`config.mk`:
```
export PLATFORM = sky130hd
export DESIGN_NAME = rvHazard
export DESIGN_NICKNAME = d
export VERILOG_FILES = /design/src/hdl/rvPkg.sv /design/src/hdl/rvHazard.sv
export SDC_FILE = /design/constraint.sdc
export NUM_CORES = 1
export LEC_CHECK = 0
export BUFFER_PORTS_ARGS = -buffer_cell sky130_fd_sc_hd__buf_2
export CAP_MARGIN = 20
export CORE_AREA = 8 8 45 47
export DETAILED_ROUTE_END_ITERATION = 7
export DIE_AREA = 0 0 53 55
export MAX_ROUTING_LAYER = met4
export PLACE_DENSITY = 0.75
export SETUP_SLACK_MARGIN = 0.02
export SYNTH_ARGS = -nofsm -noshare
export SYNTH_HDL_FRONTEND = slang
export SYNTH_SLANG_ARGS = --single-unit
export TNS_END_PERCENT = 50
```
`constraint.sdc`:
```
create_clock -name vclk -period 3.24
set_clock_uncertainty 0.15 [all_clocks]
set_input_delay 0.324 -clock vclk [all_inputs]
set_output_delay 0.324 -clock vclk [all_outputs]
set_load 0.05 [all_outputs]
```
`src/hdl/rvPkg.sv`:
```
`default_nettype none

package rvPkg;

  typedef logic [31:0] wordT;
  typedef logic [4:0]  regIdxT;

  // RV32I major opcodes in the supported subset
  typedef enum logic [6:0] {
    opcOp     = 7'b0110011,
    opcOpImm  = 7'b0010011,
    opcLoad   = 7'b0000011,
    opcStore  = 7'b0100011,
    opcBranch = 7'b1100011,
    opcJal    = 7'b1101111,
    opcSystem = 7'b1110011
  } opcodeT;

  typedef enum logic [2:0] {
    aluAdd,
    aluSub,
    aluAnd,
    aluOr,
    aluXor,
    aluSlt
  } aluOpT;

  typedef enum logic [1:0] {
    resAlu,
    resMem,
    resPcPlus4
  } resultSrcT;

  typedef enum logic [1:0] {
    fwdReg,
    fwdWb,
    fwdMem
  } fwdSelT;

  typedef struct packed {
    wordT      rd1;
    wordT      rd2;
    wordT      imm;
    wordT      pc;
    wordT      pcPlus4;
    regIdxT    rs1;
    regIdxT    rs2;
    regIdxT    rd;
    logic      regWrite;
    logic      memWrite;
    logic      branch;
    logic      branchNe;
    logic      jump;
    logic      aluSrc;
    aluOpT     aluOp;
    resultSrcT resultSrc;
    logic      halt;
  } decExeT;

  typedef struct packed {
    wordT      aluResult;
    wordT      writeData;
    wordT      pcPlus4;
    regIdxT    rd;
    logic      regWrite;
    logic      memWrite;
    resultSrcT resultSrc;
    logic      halt;
  } exeMemT;

  typedef struct packed {
    wordT   result;
    regIdxT rd;
    logic   regWrite;
    logic   halt;
  } wbT;

  // Host address map
  localparam wordT ctrlAddr   = 32'h0000_0000;
  localparam wordT statusAddr = 32'h0000_0004;
  localparam wordT imemBase   = 32'h0000_1000;
  localparam wordT dmemBase   = 32'h0000_2000;

endpackage

`default_nettype wire

```
`src/hdl/rvHazard.sv`:
```
`timescale 1ns/1ps
`default_nettype none

module rvHazard (
  input  rvPkg::regIdxT rs1D,
  input  rvPkg::regIdxT rs2D,
  input  rvPkg::regIdxT rsE1,
  input  rvPkg::regIdxT rsE2,
  input  rvPkg::regIdxT rdE,
  input  logic          loadE,
  input  logic          redirect,
  input  rvPkg::regIdxT rdM,
  input  logic          regWriteM,
  input  rvPkg::regIdxT rdW,
  input  logic          regWriteW,
  output rvPkg::fwdSelT fwdA,
  output rvPkg::fwdSelT fwdB,
  output logic          stallF,
  output logic          stallD,
  output logic          flushD,
  output logic          flushE
);
  import rvPkg::*;

  logic loadUse;

  // Youngest producer wins
  function automatic fwdSelT pickFwd(regIdxT rs);
    if (regWriteM && rdM != '0 && rdM == rs) return fwdMem;
    if (regWriteW && rdW != '0 && rdW == rs) return fwdWb;
    return fwdReg;
  endfunction

  assign fwdA = pickFwd(rsE1);
  assign fwdB = pickFwd(rsE2);

  // Load result not ready until it reaches writeback
  assign loadUse = loadE && rdE != '0 && (rdE == rs1D || rdE == rs2D);

  assign stallF = loadUse;
  assign stallD = loadUse;
  assign flushD = redirect;
  assign flushE = loadUse | redirect;

endmodule

`default_nettype wire

```
Yosys cells after proc, flatten, opt, wreduce, memory -nomap -nowiden --
Cells that the tools add are included.
Operators by class: equality and inequality tests 6, multiplexer cells 14, bitwise operators 1, reduce and logical (&&, ||, !) cells 12
Operators by type and width (count):
- $eq 5x5->1 | 6
- $mux 2 | 8
- $reduce_bool 5->1 | 3
- $logic_and 1x1->1 | 8
- $mux 1 | 6
- $logic_or 1x1->1 | 1
- $or 1x1->1 | 1
Word-level totals: bits in registers 0, bits of input ports 39, output and inout port bits 8, word-level logic and storage cells 33

Logic depth before layout (Yosys ltp) --
depth in word-level cells 7, depth in mapped cells 5, gate-level depth less buffers 4

Worst setup path before layout --
No wires, ideal clock.
path kind in2out, from in rdM[2], to out fwdA[0], arrival time 2.642 ns, required time 2.766 ns, setup slack 0.124 ns, stages on the path 4, path buffers 0, cell sequence or4_1 -> o21ai_2 -> nor4_1 -> nor4_2
Between the ends: longest elaborated chain between the ends 5, elaborated cells on any way between the ends 6, those cells by class eq/ne (1); mux (2); reduce/logical (3)
Ends and longest elaborated chain:
- start, declared | RTL line rvHazard.sv:12 | input rvPkg::regIdxT rdM,
- $reduce_bool 5->1 | RTL line rvHazard.sv:29 | if (regWriteM && rdM != '0 && rdM == rs) return fwdMem;
- $logic_and 1x1->1 | RTL line rvHazard.sv:29
- $logic_and 1x1->1 * | RTL line rvHazard.sv:29
- $mux 1 * | RTL line rvHazard.sv:29
- $mux 2 * | RTL line rvHazard.sv:30 | if (regWriteW && rdW != '0 && rdW == rs) return fwdWb;
- end, declared | RTL line rvHazard.sv:16 | output rvPkg::fwdSelT fwdA,
Mark *: on every way between the ends. The rest lies on a longest branch, timed or not.

Worst setup path in the final report --
from in rdM[1], to out fwdA[0]
Same word-level chain as after synthesis.

==> impl_metrics.sql <==
INSERT INTO impl_metrics (metric_group, metric, value, unit) VALUES
('cells_and_area', 'commonest_non_fill_non_tap_cell_in_the_layout', 'buf_2', ''),
('timing', 'finalHoldViolCount', '0', ''),
('timing', 'grt_setup_unrepaired', 'no', ''),
('critical_path', 'critPathArrivalTime', '1.79', 'ns'),
('die', 'ios', '47', ''),
('critical_path', 'critical_path_class', 'input port to output pin', ''),
('timing', 'timing.setup.tns', '0', 'ns'),
('place', 'buffer_ports.inserted', '47', ''),
('min_path', 'hold_path_startpoint', 'redirect', ''),
('pwr', 'totalPowerFinal', '88.40', 'µW'),
('critical_path', 'critical_path.endpoint_type', 'output pin', ''),
('cells_and_area', 'post-route-cell-area', '658.1', 'µm²'),
('detailed_routing', 'vias', '562', ''),
('clocking', 'cts_resized', '0', ''),
('critical_path', 'critical_path.max_fanout', '3', ''),
('die', 'die_w', '53', 'µm'),
('global_route', 'grt_max_degree', '4', ''),
('cells_and_area', 'final_cell_mix', 'buf_2, xor2_1, xnor2_1', ''),
('detailed_routing', 'viasPerCell', '4.930', ''),
('timing', 'finalSetupViolations', '0', ''),
('synthesis', 'synthDistinctLibCells', '14', ''),
('critical_path', 'critical_path.startpoint_type', 'input port', ''),
('detailed_routing', 'route.detailed.wl_per_inst', '12.98', 'µm'),
('synthesis', 'syn-mean-instance-area', '7.885', 'µm²'),
('global_route', 'wire_length_of_the_first_global_routing_pass', '2456', 'µm'),
('place', 'detailed_place_hpwl', '1415', 'µm'),
('die', 'dieArea', '2915', 'µm²'),
('global_route', 'grt-ovfl-total', '0', ''),
('cells_and_area', 'sequential_cell_total', '0', ''),
('cells_and_area', 'area_delta_synth_final', '57.48', '%'),
('cells_and_area', 'final_core_utilization', '0.4756', ''),
('synthesis', 'ys_warn_count', '0', ''),
('clocking', 'ctsHoldBuffers', '0', ''),
('job', 'maxCapViolCount', '0', ''),
('timing', 'timing.fmax', '441.3', 'MHz'),
('cells_and_area', 'fin_cells', '114', ''),
('timing', 'finalWorstSetupSlack', '0.9742', 'ns'),
('synthesis', 'netlist_area', '417.9', 'µm²'),
('timing', 'tightestPinTransition', '0.4579', 'ns'),
('cells_and_area', 'nets', '139', ''),
('global_route', 'grt_pass1_vias', '656', ''),
('timing', 'hold-worst-slack', '0.7985', 'ns'),
('die', 'core_region_area', '1384', 'µm²'),
('pwr', 'power.ir.vdd_worst', '0.00005263', 'V'),
('detailed_routing', 'totalWireLength', '1480', 'µm'),
('pwr', 'power.density', '134.3', 'nW/µm²'),
('die', 'rows', '14', ''),
('detailed_routing', 'drt_first_iter_violations', '0', ''),
('pwr', 'leakage', '0.3334', 'nW'),
('synthesis', 'synth_fp_nets', '92', ''),
('timing', 'maxSlewViolCount', '0', ''),
('cells_and_area', 'sequential_cell_area', '0', 'µm²'),
('place', 'placed_cell_area', '658.1', 'µm²'),
('detailed_routing', 'drcViolationCount', '0', ''),
('place', 'placed_cells', '114', ''),
('synthesis', 'synth_seq_area_share', '0', ''),
('min_path', 'timing.hold.worst.class', 'input port to output pin', ''),
('global_route', 'grt_antenna_before_repair', '0', ''),
('timing', 'finalCritPeriodShare', '0.6993', ''),
('cells_and_area', 'fillCellCount', '136', ''),
('timing', 'fin_crit', '2.266', 'ns'),
('cells_and_area', 'antenna_cells', '0', ''),
('place', 'globalplace.congestion', '0.8301', ''),
('cells_and_area', 'clock_buffers', '0', ''),
('min_path', 'worst_hold_path.endpoint', 'flushD', ''),
('timing', 'slew-limit-headroom', '0.6919', ''),
('synthesis', 'netlist_instances', '53', ''),
('cells_and_area', 'drive_gt1_frac', '0.5102', ''),
('clocking', 'post_cts_buffers', '0', ''),
('place', 'dpl_ws', '0.9716', 'ns'),
('detailed_routing', 'drt_pass1_iterations', '1', ''),
('critical_path', 'cp.required', '2.77', 'ns'),
('die', 'fp.dieH', '55', 'µm'),
('outcome', 'status', 'finished, final reports clean', ''),
('global_route', 'grtUsageTotal', '0.1061', ''),
('die', 'starting_density_of_the_core', '0.3020', ''),
('detailed_routing', 'antenna_left', '0', ''),
('min_path', 'hold_depth', '2', '');
## per-layer routing
metal / wire [µm] / GRT usage
met1: 564 / 0.09955
met2: 668 / 0.2168
met3: 248 / 0.02941
met4: 0 / 0.004310
met5: 0 / -
## cells by family (layout without fill, tap and decap cells)
family                 after synthesis  in the layout  synth area share
XOR/XNOR                            30             30            0.6287
AND/OR/NAND/NOR                     16             16            0.2545
AO/OA/AOI/OAI                        5              5           0.08083
buffers and inverters                2             47           0.03592
## area by class of cell
class / count / area, µm² / share of cell area
Timing Repair Buffer: 47 / 235.2 / 0.3574
Tap cell: 16 / 20.02 / 0.03042
Multi-Input combinational cell: 51 / 402.9 / 0.6122
## cell usage after synthesis
library cell	n	area, µm²
o21bai_1	1	7.510
o21ai_2	1	8.760
nor4_2	2	25.02
nand3_1	2	10.01
o21ai_0	1	5.000
nor4_1	2	12.51
buf_4	2	15.01
or4_1	5	37.54
a22oi_1	1	7.510
xor2_1	24	210.2
o21ai_1	1	5.000
nor3_1	2	10.01
nor2_1	3	11.26
xnor2_1	6	52.55
## worst max-delay path: stages
cell and delay, ns:
buf_2 0.12, or4_1 0.54, o21ai_2 0.15, nor4_1 0.10, nor4_2 0.25, buf_2 0.30
## power breakdown
part / leakage (nW) / internal, mW / switching, mW
Clock: 0 / 0 / 0
Combinational: 0.333 / 0.0407 / 0.0477
Sequential: 0 / 0 / 0
Total: 0.333 / 0.0407 / 0.0477
## worst max path at each step
stage                     startpoint      end  slack [ns]  depth (start not counted)
final                         rdM[1]  fwdA[0]        0.97                          6
after CTS                     rdM[1]  fwdA[0]        0.97                          6
after global routing          rdM[1]  fwdB[0]        0.86                          6
after floorplan               rdM[2]  fwdA[0]        0.12                          4
after detailed placement      rdM[1]  fwdA[0]        0.97                          6
after global placement        rdM[1]  fwdA[0]        1.02                          6
No activity file was read; power rests on OpenSTA's default activity.
