### config.mk
export PLATFORM = sky130hd
export DESIGN_NAME = rvDecode
export DESIGN_NICKNAME = d
export VERILOG_FILES = /design/src/hdl/rvPkg.sv /design/src/hdl/rvDecode.sv
export SDC_FILE = /design/constraint.sdc
export NUM_CORES = 2
export LEC_CHECK = 0
export BUFFER_PORTS_ARGS = -buffer_cell sky130_fd_sc_hd__clkbuf_2
export CORE_MARGIN = 2
export CORE_UTILIZATION = 55
export CTS_BUF_LIST = sky130_fd_sc_hd__clkbuf_16
export CTS_CLUSTER_SIZE = 40
export DETAILED_ROUTE_END_ITERATION = 6
export GPL_ROUTABILITY_DRIVEN = 0
export PLACE_DENSITY = 0.82
export SETUP_SLACK_MARGIN = 0.3
export SYNTH_ARGS = -nofsm -noshare
export SYNTH_HDL_FRONTEND = slang
export SYNTH_SLANG_ARGS = --single-unit
export TNS_END_PERCENT = 100
### constraint.sdc
create_clock -name clk -period 5 [get_ports clk]
set_input_delay 0.25 -clock clk [delete_from_list [all_inputs] [get_ports clk]]
set_output_delay 0.25 -clock clk [all_outputs]
set_load 0.005 [all_outputs]
### src/hdl/rvPkg.sv
`default_nettype none

package rvPkg;

  typedef logic [31:0] wordT;
  typedef logic [4:0]  regIdxT;

  // RV32I major opcodes in the supported subset
  typedef enum logic [6:0] {
    opcOp     = 7'b0110011,
    opcOpImm  = 7'b0010011,
    opcLoad   = 7'b0000011,
    opcStore  = 7'b0100011,
    opcBranch = 7'b1100011,
    opcJal    = 7'b1101111,
    opcSystem = 7'b1110011
  } opcodeT;

  typedef enum logic [2:0] {
    aluAdd,
    aluSub,
    aluAnd,
    aluOr,
    aluXor,
    aluSlt
  } aluOpT;

  typedef enum logic [1:0] {
    resAlu,
    resMem,
    resPcPlus4
  } resultSrcT;

  typedef enum logic [1:0] {
    fwdReg,
    fwdWb,
    fwdMem
  } fwdSelT;

  typedef struct packed {
    wordT      rd1;
    wordT      rd2;
    wordT      imm;
    wordT      pc;
    wordT      pcPlus4;
    regIdxT    rs1;
    regIdxT    rs2;
    regIdxT    rd;
    logic      regWrite;
    logic      memWrite;
    logic      branch;
    logic      branchNe;
    logic      jump;
    logic      aluSrc;
    aluOpT     aluOp;
    resultSrcT resultSrc;
    logic      halt;
  } decExeT;

  typedef struct packed {
    wordT      aluResult;
    wordT      writeData;
    wordT      pcPlus4;
    regIdxT    rd;
    logic      regWrite;
    logic      memWrite;
    resultSrcT resultSrc;
    logic      halt;
  } exeMemT;

  typedef struct packed {
    wordT   result;
    regIdxT rd;
    logic   regWrite;
    logic   halt;
  } wbT;

  // Host address map
  localparam wordT ctrlAddr   = 32'h0000_0000;
  localparam wordT statusAddr = 32'h0000_0004;
  localparam wordT imemBase   = 32'h0000_1000;
  localparam wordT dmemBase   = 32'h0000_2000;

endpackage

`default_nettype wire

### src/hdl/rvDecode.sv
`timescale 1ns/1ps
`default_nettype none

module rvDecode (
  input  logic          clk,
  input  logic          rstN,
  input  rvPkg::wordT   instrD,
  input  rvPkg::wordT   pcD,
  input  rvPkg::wbT     wb,
  output rvPkg::decExeT decOut,
  output rvPkg::regIdxT rs1D,
  output rvPkg::regIdxT rs2D
);
  import rvPkg::*;

  wordT       regs [32];
  opcodeT     opcode;
  logic [2:0] funct3;
  wordT       immI;
  wordT       immS;
  wordT       immB;
  wordT       immJ;

  assign opcode = opcodeT'(instrD[6:0]);
  assign funct3 = instrD[14:12];
  assign rs1D   = instrD[19:15];
  assign rs2D   = instrD[24:20];

  assign immI = {{20{instrD[31]}}, instrD[31:20]};
  assign immS = {{20{instrD[31]}}, instrD[31:25], instrD[11:7]};
  assign immB = {{19{instrD[31]}}, instrD[31], instrD[7], instrD[30:25], instrD[11:8], 1'b0};
  assign immJ = {{11{instrD[31]}}, instrD[31], instrD[19:12], instrD[20], instrD[30:21], 1'b0};

  // Register file with x0 never written
  always_ff @(posedge clk or negedge rstN) begin
    if (!rstN) begin
      for (int i = 0; i < 32; i++) begin
        regs[i] <= '0;
      end
    end else if (wb.regWrite && wb.rd != '0) begin
      regs[wb.rd] <= wb.result;
    end
  end

  // Same-cycle writeback wins over the stored value
  function automatic wordT readReg(regIdxT idx);
    if (idx == '0) return '0;
    if (wb.regWrite && wb.rd == idx) return wb.result;
    return regs[idx];
  endfunction

  function automatic aluOpT aluFromFunct3(logic [2:0] f3, logic subBit);
    case (f3)
      3'b000:  return subBit ? aluSub : aluAdd;
      3'b010:  return aluSlt;
      3'b100:  return aluXor;
      3'b110:  return aluOr;
      3'b111:  return aluAnd;
      default: return aluAdd;
    endcase
  endfunction

  always_comb begin
    decOut         = '0;
    decOut.rd1     = readReg(rs1D);
    decOut.rd2     = readReg(rs2D);
    decOut.pc      = pcD;
    decOut.pcPlus4 = pcD + 32'd4;
    decOut.rs1     = rs1D;
    decOut.rs2     = rs2D;
    decOut.rd      = instrD[11:7];
    case (opcode)
      opcOp: begin
        decOut.regWrite = 1'b1;
        decOut.aluOp    = aluFromFunct3(funct3, instrD[30]);
      end
      opcOpImm: begin
        decOut.regWrite = 1'b1;
        decOut.aluSrc   = 1'b1;
        decOut.imm      = immI;
        decOut.aluOp    = aluFromFunct3(funct3, 1'b0);
      end
      opcLoad: begin
        decOut.regWrite  = 1'b1;
        decOut.aluSrc    = 1'b1;
        decOut.imm       = immI;
        decOut.resultSrc = resMem;
      end
      opcStore: begin
        decOut.memWrite = 1'b1;
        decOut.aluSrc   = 1'b1;
        decOut.imm      = immS;
      end
      opcBranch: begin
        decOut.branch   = 1'b1;
        decOut.branchNe = funct3[0]; // BNE has funct3 001
        decOut.imm      = immB;
      end
      opcJal: begin
        decOut.regWrite  = 1'b1;
        decOut.jump      = 1'b1;
        decOut.imm       = immJ;
        decOut.resultSrc = resPcPlus4;
      end
      opcSystem: begin
        // ECALL jumps to itself until run drops, so nothing younger retires
        decOut.halt = 1'b1;
        decOut.jump = 1'b1;
      end
      default: ;
    endcase
  end

endmodule

`default_nettype wire

Yosys cells after proc, flatten, opt, wreduce, memory -nomap -nowiden
Index checks and enable logic that the tools add are counted.
{"block": "classes", "n_addsub": 1, "n_reduce_logical": 12, "mux": 35, "div_mod_pow": 0, "n_lt_le_gt_ge": 4, "multipliers": 0, "shifts": 0, "bitwise_logic": 3, "n_eq_ne": 13}
{"op": "$bwmux 1024", "count": 1}
{"op": "$mux 32", "count": 13}
{"op": "$bmux 32 s5", "count": 2}
{"op": "$demux 32 s5", "count": 1}
{"op": "$pmux 32 s4", "count": 1}
{"op": "$add 32x3->32 const B", "count": 1}
{"op": "$eq 7x7->1 const B", "count": 3}
{"op": "$ge 6x6->1 const B", "count": 3}
{"op": "$not 5->6", "count": 3}
{"op": "$pmux 3 s5", "count": 1}
{"op": "$eq 7x6->1 const B", "count": 2}
{"op": "$mux 1", "count": 12}
{"op": "$pmux 3 s4", "count": 1}
{"op": "$eq 5x5->1", "count": 2}
{"op": "$logic_not 5->1", "count": 2}
{"op": "$eq 3x3->1 const B", "count": 3}
{"op": "$eq 7x2->1 const B", "count": 1}
{"op": "$eq 7x5->1 const B", "count": 1}
{"op": "$lt 6x1->1 const B", "count": 1}
{"op": "$pmux 3 s2", "count": 1}
{"op": "$reduce_bool 5->1", "count": 1}
{"op": "$logic_and 1x1->1", "count": 4}
{"op": "$pmux 2 s2", "count": 1}
{"op": "$reduce_or 2->1", "count": 2}
{"op": "5 further kinds", "count": 5}
{"block": "totals", "n_memories": 0, "input_bits": 105, "regBits": 1024, "latchBits": 0, "wordCells": 100, "ram_bits": 0, "romBits": 0}

Longest topological paths before layout
{"block": "depth", "ltp_word": 6, "mapped_depth": 9, "depth_no_buf": 6}

Least setup slack after synthesis
Ideal clock, no wire load.
{"block": "synth_timing", "path_kind": "input port to output port", "start": "input instrD[16]", "end": "output decOut[163] (netlist bit)", "required_ns": 4.750, "stages": 8, "setup_slack_ns": 2.896, "n_path_buf": 4, "arrival_time_ns": 1.854, "path_cell_list": "clkbuf_2 -> buf_6 -> buf_4 -> buf_1 -> mux4_2 -> a22oi_1 -> a21oi_1 -> a221o_1"}
{"item": "start, declared", "line_no": "rvDecode.sv:7", "source": "input rvPkg::wordT instrD,"}
{"item": "end, declared", "line_no": "rvDecode.sv:10", "source": "output rvPkg::decExeT decOut,"}

==> results.toml <==
[layout]
fin_area_sq_um = 61600
largest_reg_flops = 1024
regMostFlops = "regs"
area_growth_pct = 9.14
layout-drive-gt1-share = 0.522
finalCoreUtilization = 0.606
largestRegisters = "regs x1024"
layout.nets = 3998

[synth]
yosys.area.top_type = "dfrtp_1"
synth.area.top_cells = "dfrtp_1 (45%), mux2_2 (20%), mux4_2 (18%)"
yosys-top-cells-count = "dfrtp_1 (1024), mux2_2 (1002), mux4_2 (456)"
syn_area_per_cell_sq_um = 14.5
synth.distinct_cells = 57
synth_most_common_cell = "dfrtp_1"
synth_ff_type = "dfrtp_1"
syn-cell-area_sq_um = 56500
synthCells = 3889
ys_seq_elements = 1024
synthDominantCellAreaShare = 0.454
synth_edf_count = 0
syn-num-nets = 3995
ys_seq_area_frac = 0.454
yosys_warnings = 0
async_reset_ff_frac = 1.00

[outcome]
violations = "DRC"
status = "complete, but fails checks"

[sta]
clock_skew_ns = 0
setup_ws_ns = 1.17
slew_headroom = 0.147
hold_viol_final = 0
setup_viol = 0
rsz0062_at_grt = "false"
tightest_slew_ns = 1.28
min_period_ns = 3.83
period_share = 0.765
slew_viol_final = 0
fmax_mhz = 261
fin_tns_setup_ns = 0

[setup_path]
critPathBufInv = 2
worst_path_most_repeated_cell = "clkbuf_2"
reg2reg_from = "regs[239]$_DFFE_PN0P_"
crit_type = "input pin to primary output"
cpPeakStageDelay_ns = 0.95
cp_max_fo = 15
slowest_stage = "nor3_1"
cp-end-kind = "primary output"
arrival_ns = 3.58
crit_chain = "clkbuf_2, xor2_1, nor3_2, a41o_2, nor2_1, nor3_1, clkbuf_2"
reg2reg_to = "regs[239]$_DFFE_PN0P_"
crit_path_start_kind = "input pin"
r2r_cells = 1
crit_family = "simple AND/OR/NAND/NOR gates"
r2r_slack_ns = 4.18
cp.required_ns = 4.75

[clock_tree]
cts_sinks = 1024
cts_tree = "done"
cts-root-buf = "clkbuf_16"
postCtsHoldBufs = 1
post_cts_buffers = 0
htree_num_levels = 3
cts_resized = 0
cts_buffers = 102
clk_latency_ns = 0.70
path_clk_slew_ns = 0.06
clockBufferDepth = 3

[floorplanning]
core_area_sq_um = 102000
die_y_um = 324
io_pins = 302
row_count = 117
dieArea_sq_um = 105000
die_w_um = 324
initial_core_util = 0.555

[placement]
dp_worst_setup_slack_ns = 1.50
io_buffers = 294
place_area_sq_um = 58200
hpwl_um = 107000

[drt]
drc = 1
antenna_left = 0
drt-total-wl_um = 175000
drtIter0Drc = 4769
vias_per_cell = 7.22
wl_per_cell_um = 32.7
firstDrtPassIters = 7
via_count = 38500

[power]
p_per_area_nw_per_um2 = 390
p_leak_nw = 27.0
total_power_mw = 24.0
ir_worst_vdd_v = 0.000341

[global_routing]
grt_usage = 0.331
grt_max_degree = 170
grt_overflow_total = 0
grt_pass1_vias = 39000
antenna_found_initial = 24
grt_pass1_wl_um = 259000

[min_path]
min_path_type = "input pin to async pin"

[flow_run]
drv_cap = 0
where the power goes:
group | internal, mW | switching [mW]
registers | 9.86 | 1.17
clock network | 4.46 | 3.39
logic | 2.96 | 2.20
routing by layer:
layer,GRT usage,wire (um)
met4,0.158,9640
met3,0.112,23200
met5,0,156
met1,0.441,63300
met2,0.489,78500
cell type report:
class / instances / area, sq um
well taps: 1368 / 1710
clock buffers: 103 / 2580
clock inverters: 74 / 769
repair buffers: 402 / 2580
diodes: 8 / 20.0
multi-input cells: 2355 / 28300
fillers: 7449 / 40100
flip-flops and latches: 1024 / 25600
inverters: 7 / 28.8
placed cells by master, fill, tap and decap left out, types with 14 or more instances in the layout:
cell,count
a2111oi_0,16
xor2_1,16
mux2_2,1002
nand2_2,15
mux4_2,456
nand4_1,14
buf_12,19
o21ai_0,42
nand3_1,30
o21bai_1,23
inv_1,24
mux2i_1,148
o22ai_1,17
xnor2_1,23
a21oi_1,58
o21ai_1,17
a22o_1,51
clkinv_1,16
dfrtp_1,1024
buf_4,90
nor2_1,39
nor2_4,19
nand2_1,41
a221o_1,22
clkbuf_16,103
nor3_1,21
bufinv_16,14
clkbuf_2,287
a22oi_1,98
a221oi_1,53
and3_1,18
cell families (layout without fill, tap and decap cells):
| group | Yosys count | after routing | synth area share |
|---|---|---|---|
| multiplexers | 1606 | 1606 | 0.408 |
| flip-flops | 1024 | 1024 | 0.454 |
| buffers and inverters | 510 | 586 | 0.0490 |
| AO/OA/AOI/OAI | 454 | 454 | 0.0602 |
| AND/OR/NAND/NOR | 255 | 255 | 0.0227 |
| XOR/XNOR | 39 | 39 | 0.00605 |
| adder cells (fa/ha/maj) | 1 | 1 | 0.000222 |
| other | 0 | 8 | 0 |
through the flow:
step                      cells  hold WS (ns)
final                      5341         0.127
after global routing       5337         0.161
after CTS                  5333         0.149
after detailed placement   5155         0.264
after global placement     5155         0.269
after floorplan            3889       -0.0456
how the worst max path moves through the flow:
stage / cells after the start / to / start
2_1_floorplan: 8 / decOut[163] / instrD[16]
5_1_grt: 8 / decOut[171] / instrD[19]
4_1_cts: 7 / decOut[160] / instrD[19]
3_5_place_dp: 8 / decOut[171] / instrD[19]
3_3_place_gp: 8 / decOut[171] / instrD[19]
6_report: 7 / decOut[160] / instrD[19]
Power figures use the tool's default switching activity.
