<file path="src/hdl/rvPkg.sv">
`default_nettype none

package rvPkg;

  typedef logic [31:0] wordT;
  typedef logic [4:0]  regIdxT;

  // RV32I major opcodes in the supported subset
  typedef enum logic [6:0] {
    opcOp     = 7'b0110011,
    opcOpImm  = 7'b0010011,
    opcLoad   = 7'b0000011,
    opcStore  = 7'b0100011,
    opcBranch = 7'b1100011,
    opcJal    = 7'b1101111,
    opcSystem = 7'b1110011
  } opcodeT;

  typedef enum logic [2:0] {
    aluAdd,
    aluSub,
    aluAnd,
    aluOr,
    aluXor,
    aluSlt
  } aluOpT;

  typedef enum logic [1:0] {
    resAlu,
    resMem,
    resPcPlus4
  } resultSrcT;

  typedef enum logic [1:0] {
    fwdReg,
    fwdWb,
    fwdMem
  } fwdSelT;

  typedef struct packed {
    wordT      rd1;
    wordT      rd2;
    wordT      imm;
    wordT      pc;
    wordT      pcPlus4;
    regIdxT    rs1;
    regIdxT    rs2;
    regIdxT    rd;
    logic      regWrite;
    logic      memWrite;
    logic      branch;
    logic      branchNe;
    logic      jump;
    logic      aluSrc;
    aluOpT     aluOp;
    resultSrcT resultSrc;
    logic      halt;
  } decExeT;

  typedef struct packed {
    wordT      aluResult;
    wordT      writeData;
    wordT      pcPlus4;
    regIdxT    rd;
    logic      regWrite;
    logic      memWrite;
    resultSrcT resultSrc;
    logic      halt;
  } exeMemT;

  typedef struct packed {
    wordT   result;
    regIdxT rd;
    logic   regWrite;
    logic   halt;
  } wbT;

  // Host address map
  localparam wordT ctrlAddr   = 32'h0000_0000;
  localparam wordT statusAddr = 32'h0000_0004;
  localparam wordT imemBase   = 32'h0000_1000;
  localparam wordT dmemBase   = 32'h0000_2000;

endpackage

`default_nettype wire

</file>
<file path="src/hdl/rvApbPort.sv">
`timescale 1ns/1ps
`default_nettype none

module rvApbPort #(
  parameter int imemWords = 256,
  parameter int dmemWords = 256
) (
  input  logic                         clk,
  input  logic                         rstN,
  input  logic                         psel,
  input  logic                         penable,
  input  logic                         pwrite,
  input  rvPkg::wordT                  paddr,
  input  rvPkg::wordT                  pwdata,
  input  logic                         haltW,
  input  rvPkg::wordT                  hostRdata,
  output rvPkg::wordT                  prdata,
  output logic                         pready,
  output logic                         pslverr,
  output logic                         run,
  output logic                         imemWe,
  output logic [$clog2(imemWords)-1:0] imemAddr,
  output rvPkg::wordT                  imemWdata,
  output logic                         hostWe,
  output logic [$clog2(dmemWords)-1:0] hostAddr,
  output rvPkg::wordT                  hostWdata
);
  import rvPkg::*;

  localparam int ia = $clog2(imemWords);
  localparam int da = $clog2(dmemWords);

  logic access;
  logic hitCtrl, hitStatus, hitImem, hitDmem;
  logic done;
  wordT imemOff, dmemOff;

  assign access    = psel & penable;
  assign imemOff   = paddr - imemBase;
  assign dmemOff   = paddr - dmemBase;
  assign hitCtrl   = (paddr == ctrlAddr);
  assign hitStatus = (paddr == statusAddr);
  assign hitImem   = (paddr >= imemBase) && (imemOff < wordT'(imemWords * 4));
  assign hitDmem   = (paddr >= dmemBase) && (dmemOff < wordT'(dmemWords * 4));

  assign pready  = 1'b1; // No wait states
  assign pslverr = access & ~(hitCtrl | hitStatus | hitImem | hitDmem);

  assign imemWe    = access & pwrite & hitImem & ~run; // Program is frozen while running
  assign imemAddr  = imemOff[ia+1:2];
  assign imemWdata = pwdata;
  assign hostWe    = access & pwrite & hitDmem;
  assign hostAddr  = dmemOff[da+1:2];
  assign hostWdata = pwdata;

  always_comb begin
    if (hitCtrl)        prdata = {31'b0, run};
    else if (hitStatus) prdata = {31'b0, done};
    else if (hitDmem)   prdata = hostRdata;
    else                prdata = '0;
  end

  always_ff @(posedge clk or negedge rstN) begin
    if (!rstN) begin
      run  <= 1'b0;
      done <= 1'b0;
    end else if (access && pwrite && hitCtrl) begin
      run <= pwdata[0];
      if (pwdata[0]) done <= 1'b0; // New run clears done
    end else if (haltW) begin
      run  <= 1'b0;
      done <= 1'b1;
    end
  end

endmodule

`default_nettype wire

</file>
<file path="config.mk">
export PLATFORM = sky130hd
export DESIGN_NAME = rvApbPort
export DESIGN_NICKNAME = d
export VERILOG_FILES = /design/src/hdl/rvPkg.sv /design/src/hdl/rvApbPort.sv
export SDC_FILE = /design/constraint.sdc
export NUM_CORES = 1
export LEC_CHECK = 0
export BUFFER_PORTS_ARGS = -buffer_cell sky130_fd_sc_hd__buf_2
export CAP_MARGIN = 20
export CELL_PAD_IN_SITES_DETAIL_PLACEMENT = 1
export CELL_PAD_IN_SITES_GLOBAL_PLACEMENT = 1
export CORE_ASPECT_RATIO = 1.4
export CORE_MARGIN = 1
export CORE_UTILIZATION = 20
export DETAILED_ROUTE_END_ITERATION = 16
export PLACE_DENSITY_LB_ADDON = 0.1
export SLEW_MARGIN = 5
export SYNTH_ARGS = -nofsm -noshare
export SYNTH_HDL_FRONTEND = slang
export SYNTH_SLANG_ARGS = --single-unit
</file>
<file path="constraint.sdc">
create_clock -name clk -period 5.05 [get_ports clk]
set_clock_uncertainty 0.05 [all_clocks]
set_input_delay 0.2525 -clock clk [delete_from_list [all_inputs] [get_ports clk]]
set_output_delay 0.2525 -clock clk [all_outputs]
set_load 0.03 [all_outputs]
</file>
### Word-level counts from Yosys, hierarchy flattened

Cells that the tools add are included.

| storage, ports and cells | value |
|---|---|
| flip-flop bits (word level) | 2 |
| bits of input ports | 102 |
| output and inout bits | 117 |

| operators by class | value |
|---|---|
| $add $sub $neg | 2 |
| order comparisons | 4 |
| eq/ne operators | 2 |
| multiplexer cells | 8 |
| bitwise gates (word level) | 11 |
| reductions and logical operators | 7 |

Operators with widths:

| kind | count |
|---|---|
| $mux W32 | 3 |
| $lt A32 B11 Y1 const B | 2 |
| $eq A32 B3 Y1 const B | 1 |
| $ge A32 B13 Y1 const B | 1 |
| $ge A32 B14 Y1 const B | 1 |
| $logic_not A32 Y1 | 1 |
| $sub A32 B13 Y32 const B | 1 |
| $sub A32 B14 Y32 const B | 1 |
| $and A1 B1 Y1 | 6 |
| $mux W1 | 5 |
| $logic_and A1 B1 Y1 | 4 |
| $or A1 B1 Y1 | 3 |
| $ne A2 B2 Y1 const B | 1 |
| $not A1 Y1 | 2 |
| $reduce_and A2 Y1 | 1 |
| $reduce_bool A2 Y1 | 1 |

### Depth between registers and ports, before layout

Gate-level depths: netlist of the first run.

| logic depth | value |
|---|---|
| word-level depth | 7 |
| depth in mapped cells | 10 |

### Least setup slack after synthesis of the first run

No wires, ideal clock.

| timing path | value |
|---|---|
| path type | input port to output port |
| start point | input paddr[13] |
| end point | output pslverr |
| data arrival time | 2.552 ns |
| data required time | 4.748 ns |
| slack | 2.196 ns |
| cell stages on the path | 9 |
| path buffers | 2 |
| path through | inv_1 > ha_1 > clkbuf_1 > a22oi_1 > o41ai_2 > o31ai_1 > and4_1 > buf_6 > nor4_1 |

| on the way | value |
|---|---|
| word-level cells in the longest chain between the ends | 7 |

Ends and longest elaborated chain:

| what | line | RTL |
|---|---|---|
| from (decl) | rvApbPort.sv:13 | `input rvPkg::wordT paddr,` |
| $sub A32 B13 Y32 | rvApbPort.sv:39 | `assign imemOff = paddr - imemBase;` |
| $lt A32 B11 Y1 | rvApbPort.sv:43 | `assign hitImem = (paddr >= imemBase) && (imemOff < wordT'(imemWords * 4));` |
| $logic_and A1 B1 Y1 | rvApbPort.sv:43 |  |
| $or A1 B1 Y1 | rvApbPort.sv:47 | `assign pslverr = access & ~(hitCtrl \| hitStatus \| hitImem \| hitDmem);` |
| $or A1 B1 Y1 (*) | rvApbPort.sv:47 |  |
| $not A1 Y1 (*) | rvApbPort.sv:47 |  |
| $and A1 B1 Y1 (*) | rvApbPort.sv:47 |  |
| to (decl) | rvApbPort.sv:19 | `output logic pslverr,` |

Mark *: on every way between the ends. The rest lies on a longest branch, timed or not.

### Worst setup path after layout of the first run

| timing path | value |
|---|---|
| start point | input paddr[18] |
| end point | output hostWe |

| on the way | value |
|---|---|
| word-level cells in the longest chain between the ends | 4 |

Ends and longest elaborated chain:

| what | line | RTL |
|---|---|---|
| $sub A32 B14 Y32 | rvApbPort.sv:40 | `assign dmemOff = paddr - dmemBase;` |
| $lt A32 B11 Y1 | rvApbPort.sv:44 | `assign hitDmem = (paddr >= dmemBase) && (dmemOff < wordT'(dmemWords * 4));` |
| $logic_and A1 B1 Y1 (*) | rvApbPort.sv:44 |  |
| $and A1 B1 Y1 (*) | rvApbPort.sv:52 | `assign hostWe = access & pwrite & hitDmem;` |
| to (decl) | rvApbPort.sv:24 | `output logic hostWe,` |

Marked as above.

==> results.ini, run 1 <==
[outcome]
outcome=finished, final reports clean

[synthesis]
synthSimpleGateAreaFrac_pct=37.3
synth_compound_area_share_pct=13.1
synth_top_flop_cell=dfrtp_1
syn_avg_cell_area_sq_um=7.15
yosys.area.top_type=buf_4
synthTopCellsByCount=buf_4 (82), and2_1 (31), nor2_1 (11), nor4_1 (11), nand2_1 (10)
synth-edff-count=0
synth-adder-area-share_pct=1.52
yosysSeqAreaShare_pct=3.04
muxShareOfSynthArea_pct=0.684
ys_ff_latch=2
synth_most_common_cell=buf_4
ys_types=49
synth_top_cell_area_share_pct=37.4
synth_fp_nets=334
ys_top_cells_by_area=buf_4 (37%), and2_1 (12%), nor4_1 (4.2%)
synthCells=230
ys_async_sr_fraction_pct=100
netlist_area_sq_mm=0.00165
synth-xor-area-share_pct=2.13
synth_top_family_by_area=buffers and inverters
yosysWarnings=0

[cells_and_area]
final_area_sq_mm=0.00178
fillers=1025
layout-drive-gt1-share_pct=51.1
nNetsFinal=376
synthToLayoutAreaGrowth_pct=8.06

[route]
drcViolationCount=0
via_per_inst=4.53
vias=1684
drt-pass1-iter-count=4
ant_nets=0
drt-total-wl_um=6610
drtIter0Drc=14
drt-wirelength-per-cell_um=17.8

[clock_network]
clockBufferDepth=2
htree_levels=1
cts_buffers=3
clk_pin_slew_ns=0.03
tritoncts=done
clk_latency_ns=0.21
root_buffer=clkbuf_8
clock_sinks=2

[place]
post_dp_cell_area_sq_mm=0.00172
post-dp-hpwl_um=5790
gp_congestion=0.868
io_buffer_count=124

[global_routing]
grt_first_pass_wirelength_um=9650
antenna_found_initial=2
grt_max_degree=35
grt-ovfl-total=0
grt_use_total_pct=14.9
grt_pass1_vias=1683

[floorplanning]
io_pins=219
coreArea_sq_mm=0.00785
dieArea_sq_mm=0.00860
rows=38
initial_core_util_pct=21.0
die-width_um=78.7
die_h_um=109

[timing]
tightestPinTransition_ns=0.873
maxSlewViolCount=0
rsz0062_at_grt=false
period_share_pct=70.2
final-setup-viol-count=0
fin_hold_ws_ns=0.256
hold_viol_final=0
fmax_ghz=0.282
min_period_ns=3.55
tns_ns=0
timing.slew.headroom_pct=41.8

[worst_hold_path]
min_from=haltW
hold_depth=2
hold_path_end=done
hold_path_class=input port to register

[power_and_ir_drop]
pwr_density_cell_mw_per_mm2=97.7
p_clk_share_pct=35.8
leakage_nw=0.883
p_int_uw=103
switching_share_pct=40.9
comb_power_share_pct=54.9
seqPwrFrac_pct=9.3
switchingPower_uw=71.1
ir_drop_mv=0.0395

[worst_setup_path]
critPathArrivalTime_ns=3.24
criticalPathCategory=input port to output pin
r2r_end=run
worst_setup_path_start_kind=input port
required_ns=4.75
reg2reg_from=run
cp_max_fo=34
ff2ff_setup_slack_ns=4.13
r2r_cells=2
setup.worst_path.end_class=output pin

[run]
maxCapViolCount=0

-- cells by family after synthesis --
logic type,count (synthesis)
compound gates,26
xor+xnor,4
fa+ha+maj,2
buf+inv,94
flops,2
mux,1
other cells,1
simple gates,100
-- sequential cells by signal (all words and copies together) (netlist names) --
| signal | flops |
|---|---|
| done | 1 |
| run | 1 |
-- worst max-delay path: stages --
cell and delay [ns]:
buf_2 0.12, nor4_4 0.73, nand2_1 0.18, o31a_1 0.28
a2111oi_2 0.34, and4_1 0.84, and4_1 0.29, buf_2 0.20
-- stage by stage --
| step | power [mW] | std cells | setup slack [ns] | utilization [%] |
|---|---|---|---|---|
| 2_1_floorplan | 0.161 | 230 | 2.20 | - |
| 3_3_place_gp | 0.112 | 366 | 1.42 | 21.9 |
| 3_5_place_dp | 0.112 | 366 | 1.39 | 21.9 |
| 4_1_cts | 0.178 | 370 | 1.38 | 22.6 |
| 5_1_grt | 0.188 | 370 | 1.17 | 22.6 |
| 6_report | 0.174 | 372 | 1.50 | 22.7 |
-- power groups by stage --
| stage | clock [mW] | combinational, mW | sequential (mW) |
|---|---|---|---|
| 3_3_place_gp | 0 | 0.0961 | 0.0163 |
| 4_1_cts | 0.0646 | 0.0970 | 0.0162 |
| 3_5_place_dp | 0 | 0.0959 | 0.0163 |
| 2_1_floorplan | 0 | 0.144 | 0.0163 |
| 5_1_grt | 0.0673 | 0.104 | 0.0161 |
| 6_report | 0.0622 | 0.0954 | 0.0162 |
-- how the worst max path moves through the flow --
stage                          from      end  slack, ns  cells after the start
after CTS                 paddr[18]   hostWe       1.38                      8
final                     paddr[18]   hostWe       1.50                      8
after detailed placement  paddr[18]   hostWe       1.39                      8
after floorplan           paddr[13]  pslverr       2.20                      9
after global placement    paddr[18]   hostWe       1.42                      8
after global routing      paddr[18]   hostWe       1.17                      8
-- placed cells by master, fill, tap and decap left out, types with 2 or more instances in the layout --
master / synthesis / layout
or4_1: 2 / 2
buf_2: 1 / 124
inv_1: 6 / 6
clkbuf_8: 0 / 3
and4_1: 2 / 2
o21ai_0: 3 / 3
nand4_1: 8 / 8
o211ai_1: 2 / 2
or3_1: 3 / 3
nor3_1: 3 / 3
nand2_1: 10 / 10
nand3_1: 5 / 5
nor2b_1: 2 / 2
ha_1: 2 / 2
nand2b_1: 2 / 2
and2_1: 31 / 31
diode_2: 0 / 2
a22o_1: 3 / 3
a41oi_1: 2 / 2
a21oi_1: 4 / 4
a2111oi_2: 2 / 2
xnor2_1: 2 / 2
dfrtp_1: 2 / 2
nor4_1: 11 / 11
nor2_1: 11 / 11
xor2_1: 2 / 2
-- repair_timing --
action,4_1_cts,5_1_grt
hold buffers,1,0
resized for setup,0,0
setup buffers,0,0
hold endpoints to repair,2,0
-- area by class of cell --
class	instances	area (sq um)	area share [%]
clock buffer	3	41.3	2.32
antenna	2	5.00	0.281
inverter	6	22.5	1.27
multi-input combinational	134	903	50.8
tap	100	125	7.04
sequential	2	50.0	2.81
timing repair buffer	125	631	35.5
-- per-layer routing --
metal  share of wire, %  track usage [%]
met1                 32             14.5
met2                 50             27.2
met3                 18             9.79
met4               0.20             1.46
met5                  0                0
Power figures use the tool's default switching activity.
==> run 2: changes to the inputs <==
- CORE_UTILIZATION: 20 -> 19
- clock period: 5.05 -> 3.7 ns (I/O delays scaled with it)
==> run 2 against run 1 <==
Net effect: combinational power up 37%; count of clock-buffer cells in the layout unchanged; sequential share of layout area down 0.075 points; non-clock buffer count up 2; core utilization down 0.64 points; cell area up 2.7%; critical path type unchanged; largest cell class unchanged.
==> results.ini, run 2 (synthesis gave the netlist of run 1 again) <==
[timing]
hold_viol_final=0
tightestPinTransition_ns=0.556
period_share_pct=83.7
rsz0062_at_grt=false
final-setup-viol-count=0
tns_ns=0
min_period_ns=3.10
timing.slew.headroom_pct=62.6
fmax_ghz=0.323
maxSlewViolCount=0

[route]
drt-total-wl_um=6620
drcViolationCount=0
via_per_inst=4.52
ant_nets=0
vias=1694
drt-wirelength-per-cell_um=17.7
drtIter0Drc=32
drt-pass1-iter-count=4

[run]
maxCapViolCount=0

[clock_network]
root_buffer=clkbuf_16
postCtsSetupRepairBufs=0
cts_resized=0
tritoncts=done
htree_levels=1
clk_pin_slew_ns=0.03
cts_buffers=3
clockBufferDepth=2
clock_sinks=2
clk_latency_ns=0.22
cts_hold_buf=1

[cells_and_area]
utilization_pct=22.0
final_common_cell=buf_2
synthToLayoutAreaGrowth_pct=11.0
top_regs=done: 1 flops, run: 1 flops
layout-drive-gt1-share_pct=51.5
final_area_sq_mm=0.00183
nNetsFinal=378
final_cell_mix=buf_2 (124), and2_1 (31), nor2_1 (11), nor4_1 (11), nand2_1 (10)

[floorplanning]
die_h_um=112
initial_core_util_pct=19.8
dieArea_sq_mm=0.00904
coreArea_sq_mm=0.00830
rows=39
io_pins=219
die-width_um=80.6

[power_and_ir_drop]
pwr_density_cell_mw_per_mm2=173
ir_drop_mv=0.121
leakage_nw=0.909

[worst_setup_path]
criticalPathCategory=input port to output pin
worst_setup_path_start_kind=input port
slowest_stage=and4_1
required_ns=3.46
path_cells=buf_2 > inv_1 > ha_1 > nand2_1 > nor3_1 > o211ai_2 > a2111oi_2 > and4_1 > buf_4 > and2_1 > buf_2
crit_path_max_incr_delay_ns=0.60
cp_max_fo=22
setup.worst_path.end_class=output pin
critPathArrivalTime_ns=2.86
cp_common_cell=buf_2

[global_routing]
grt-ovfl-total=0
grt_pass1_vias=1735
antenna_found_initial=0
grt_use_total_pct=13.9
grt_first_pass_wirelength_um=9470
grt_max_degree=23

[place]
post-dp-hpwl_um=5770
io_buffer_count=124
post_dp_cell_area_sq_mm=0.00174
gp_congestion=0.814

[worst_hold_path]
hold_path_class=input port to register

[outcome]
outcome=finished, final reports clean

run 2: cell types whose count changed in the layout (fill, tap and decap cells not counted):
cell       previous run  this run
clkbuf_16             0         3
buf_4                 0         2
diode_2               2         1
clkbuf_8              3         0
run 2: worst max-delay path, delay by kind of cell:
kind                       cells  cell delay [ns]
AOI/OAI and AO/OA              2             0.48
adders and majority gates      1             0.49
buffers and inverters          4             0.66
and+or+nand+nor                4             1.02
run 2: final cells by class:
| type | instances | area (sq um) |
|---|---|---|
| fillers | 1083 | 6470 |
| inverters | 6 | 22.5 |
| repair buffers | 127 | 646 |
| flip-flops and latches | 2 | 50.0 |
| well taps | 102 | 128 |
| diodes | 1 | 2.50 |
| multi-input cells | 134 | 903 |
| clock buffers | 3 | 75.1 |
run 2: final timing paths:
kind | from | to | slack, ns | cells past startpoint
setup / recovery | paddr[13] | prdata[28] | 0.60 | 11
hold / removal | haltW | done | 0.17 | 2
setup reg to reg | run | run | 2.77 | 2
hold reg to reg | done | done | 0.47 | 1
max in group asynchronous | rstN | run | 3.26 | 2
min in group asynchronous | rstN | done | 0.25 | 2
run 2: report_power, final:
group	switching (mW)	internal, mW
clock	0.0258	0.138
combinational	0.0811	0.0496
sequential	0.00000000000163	0.0220
run 2: per-stage QoR:
stage	total power [mW]	setup slack, ns	cells	hold WS [ns]
2_1_floorplan	0.219	0.981	230	-0.161
3_3_place_gp	0.154	0.640	370	-0.0791
3_5_place_dp	0.153	0.567	370	-0.0786
4_1_cts	0.322	0.563	374	0.176
5_1_grt	0.334	0.266	374	0.205
6_report	0.316	0.604	375	0.172
run 2: metal layers:
metal / global-route usage (%) / share of wire (%) / vias up / wire [um]
met1: 13.1 / 32 / 759 / 2130
met4: 2.38 / 1.1 / 0 / 70
met3: 7.72 / 16 / 8 / 1080
met2: 25.8 / 50 / 121 / 3340
met5: 0 / 0 / - / 0
li1: - / - / 806 / -
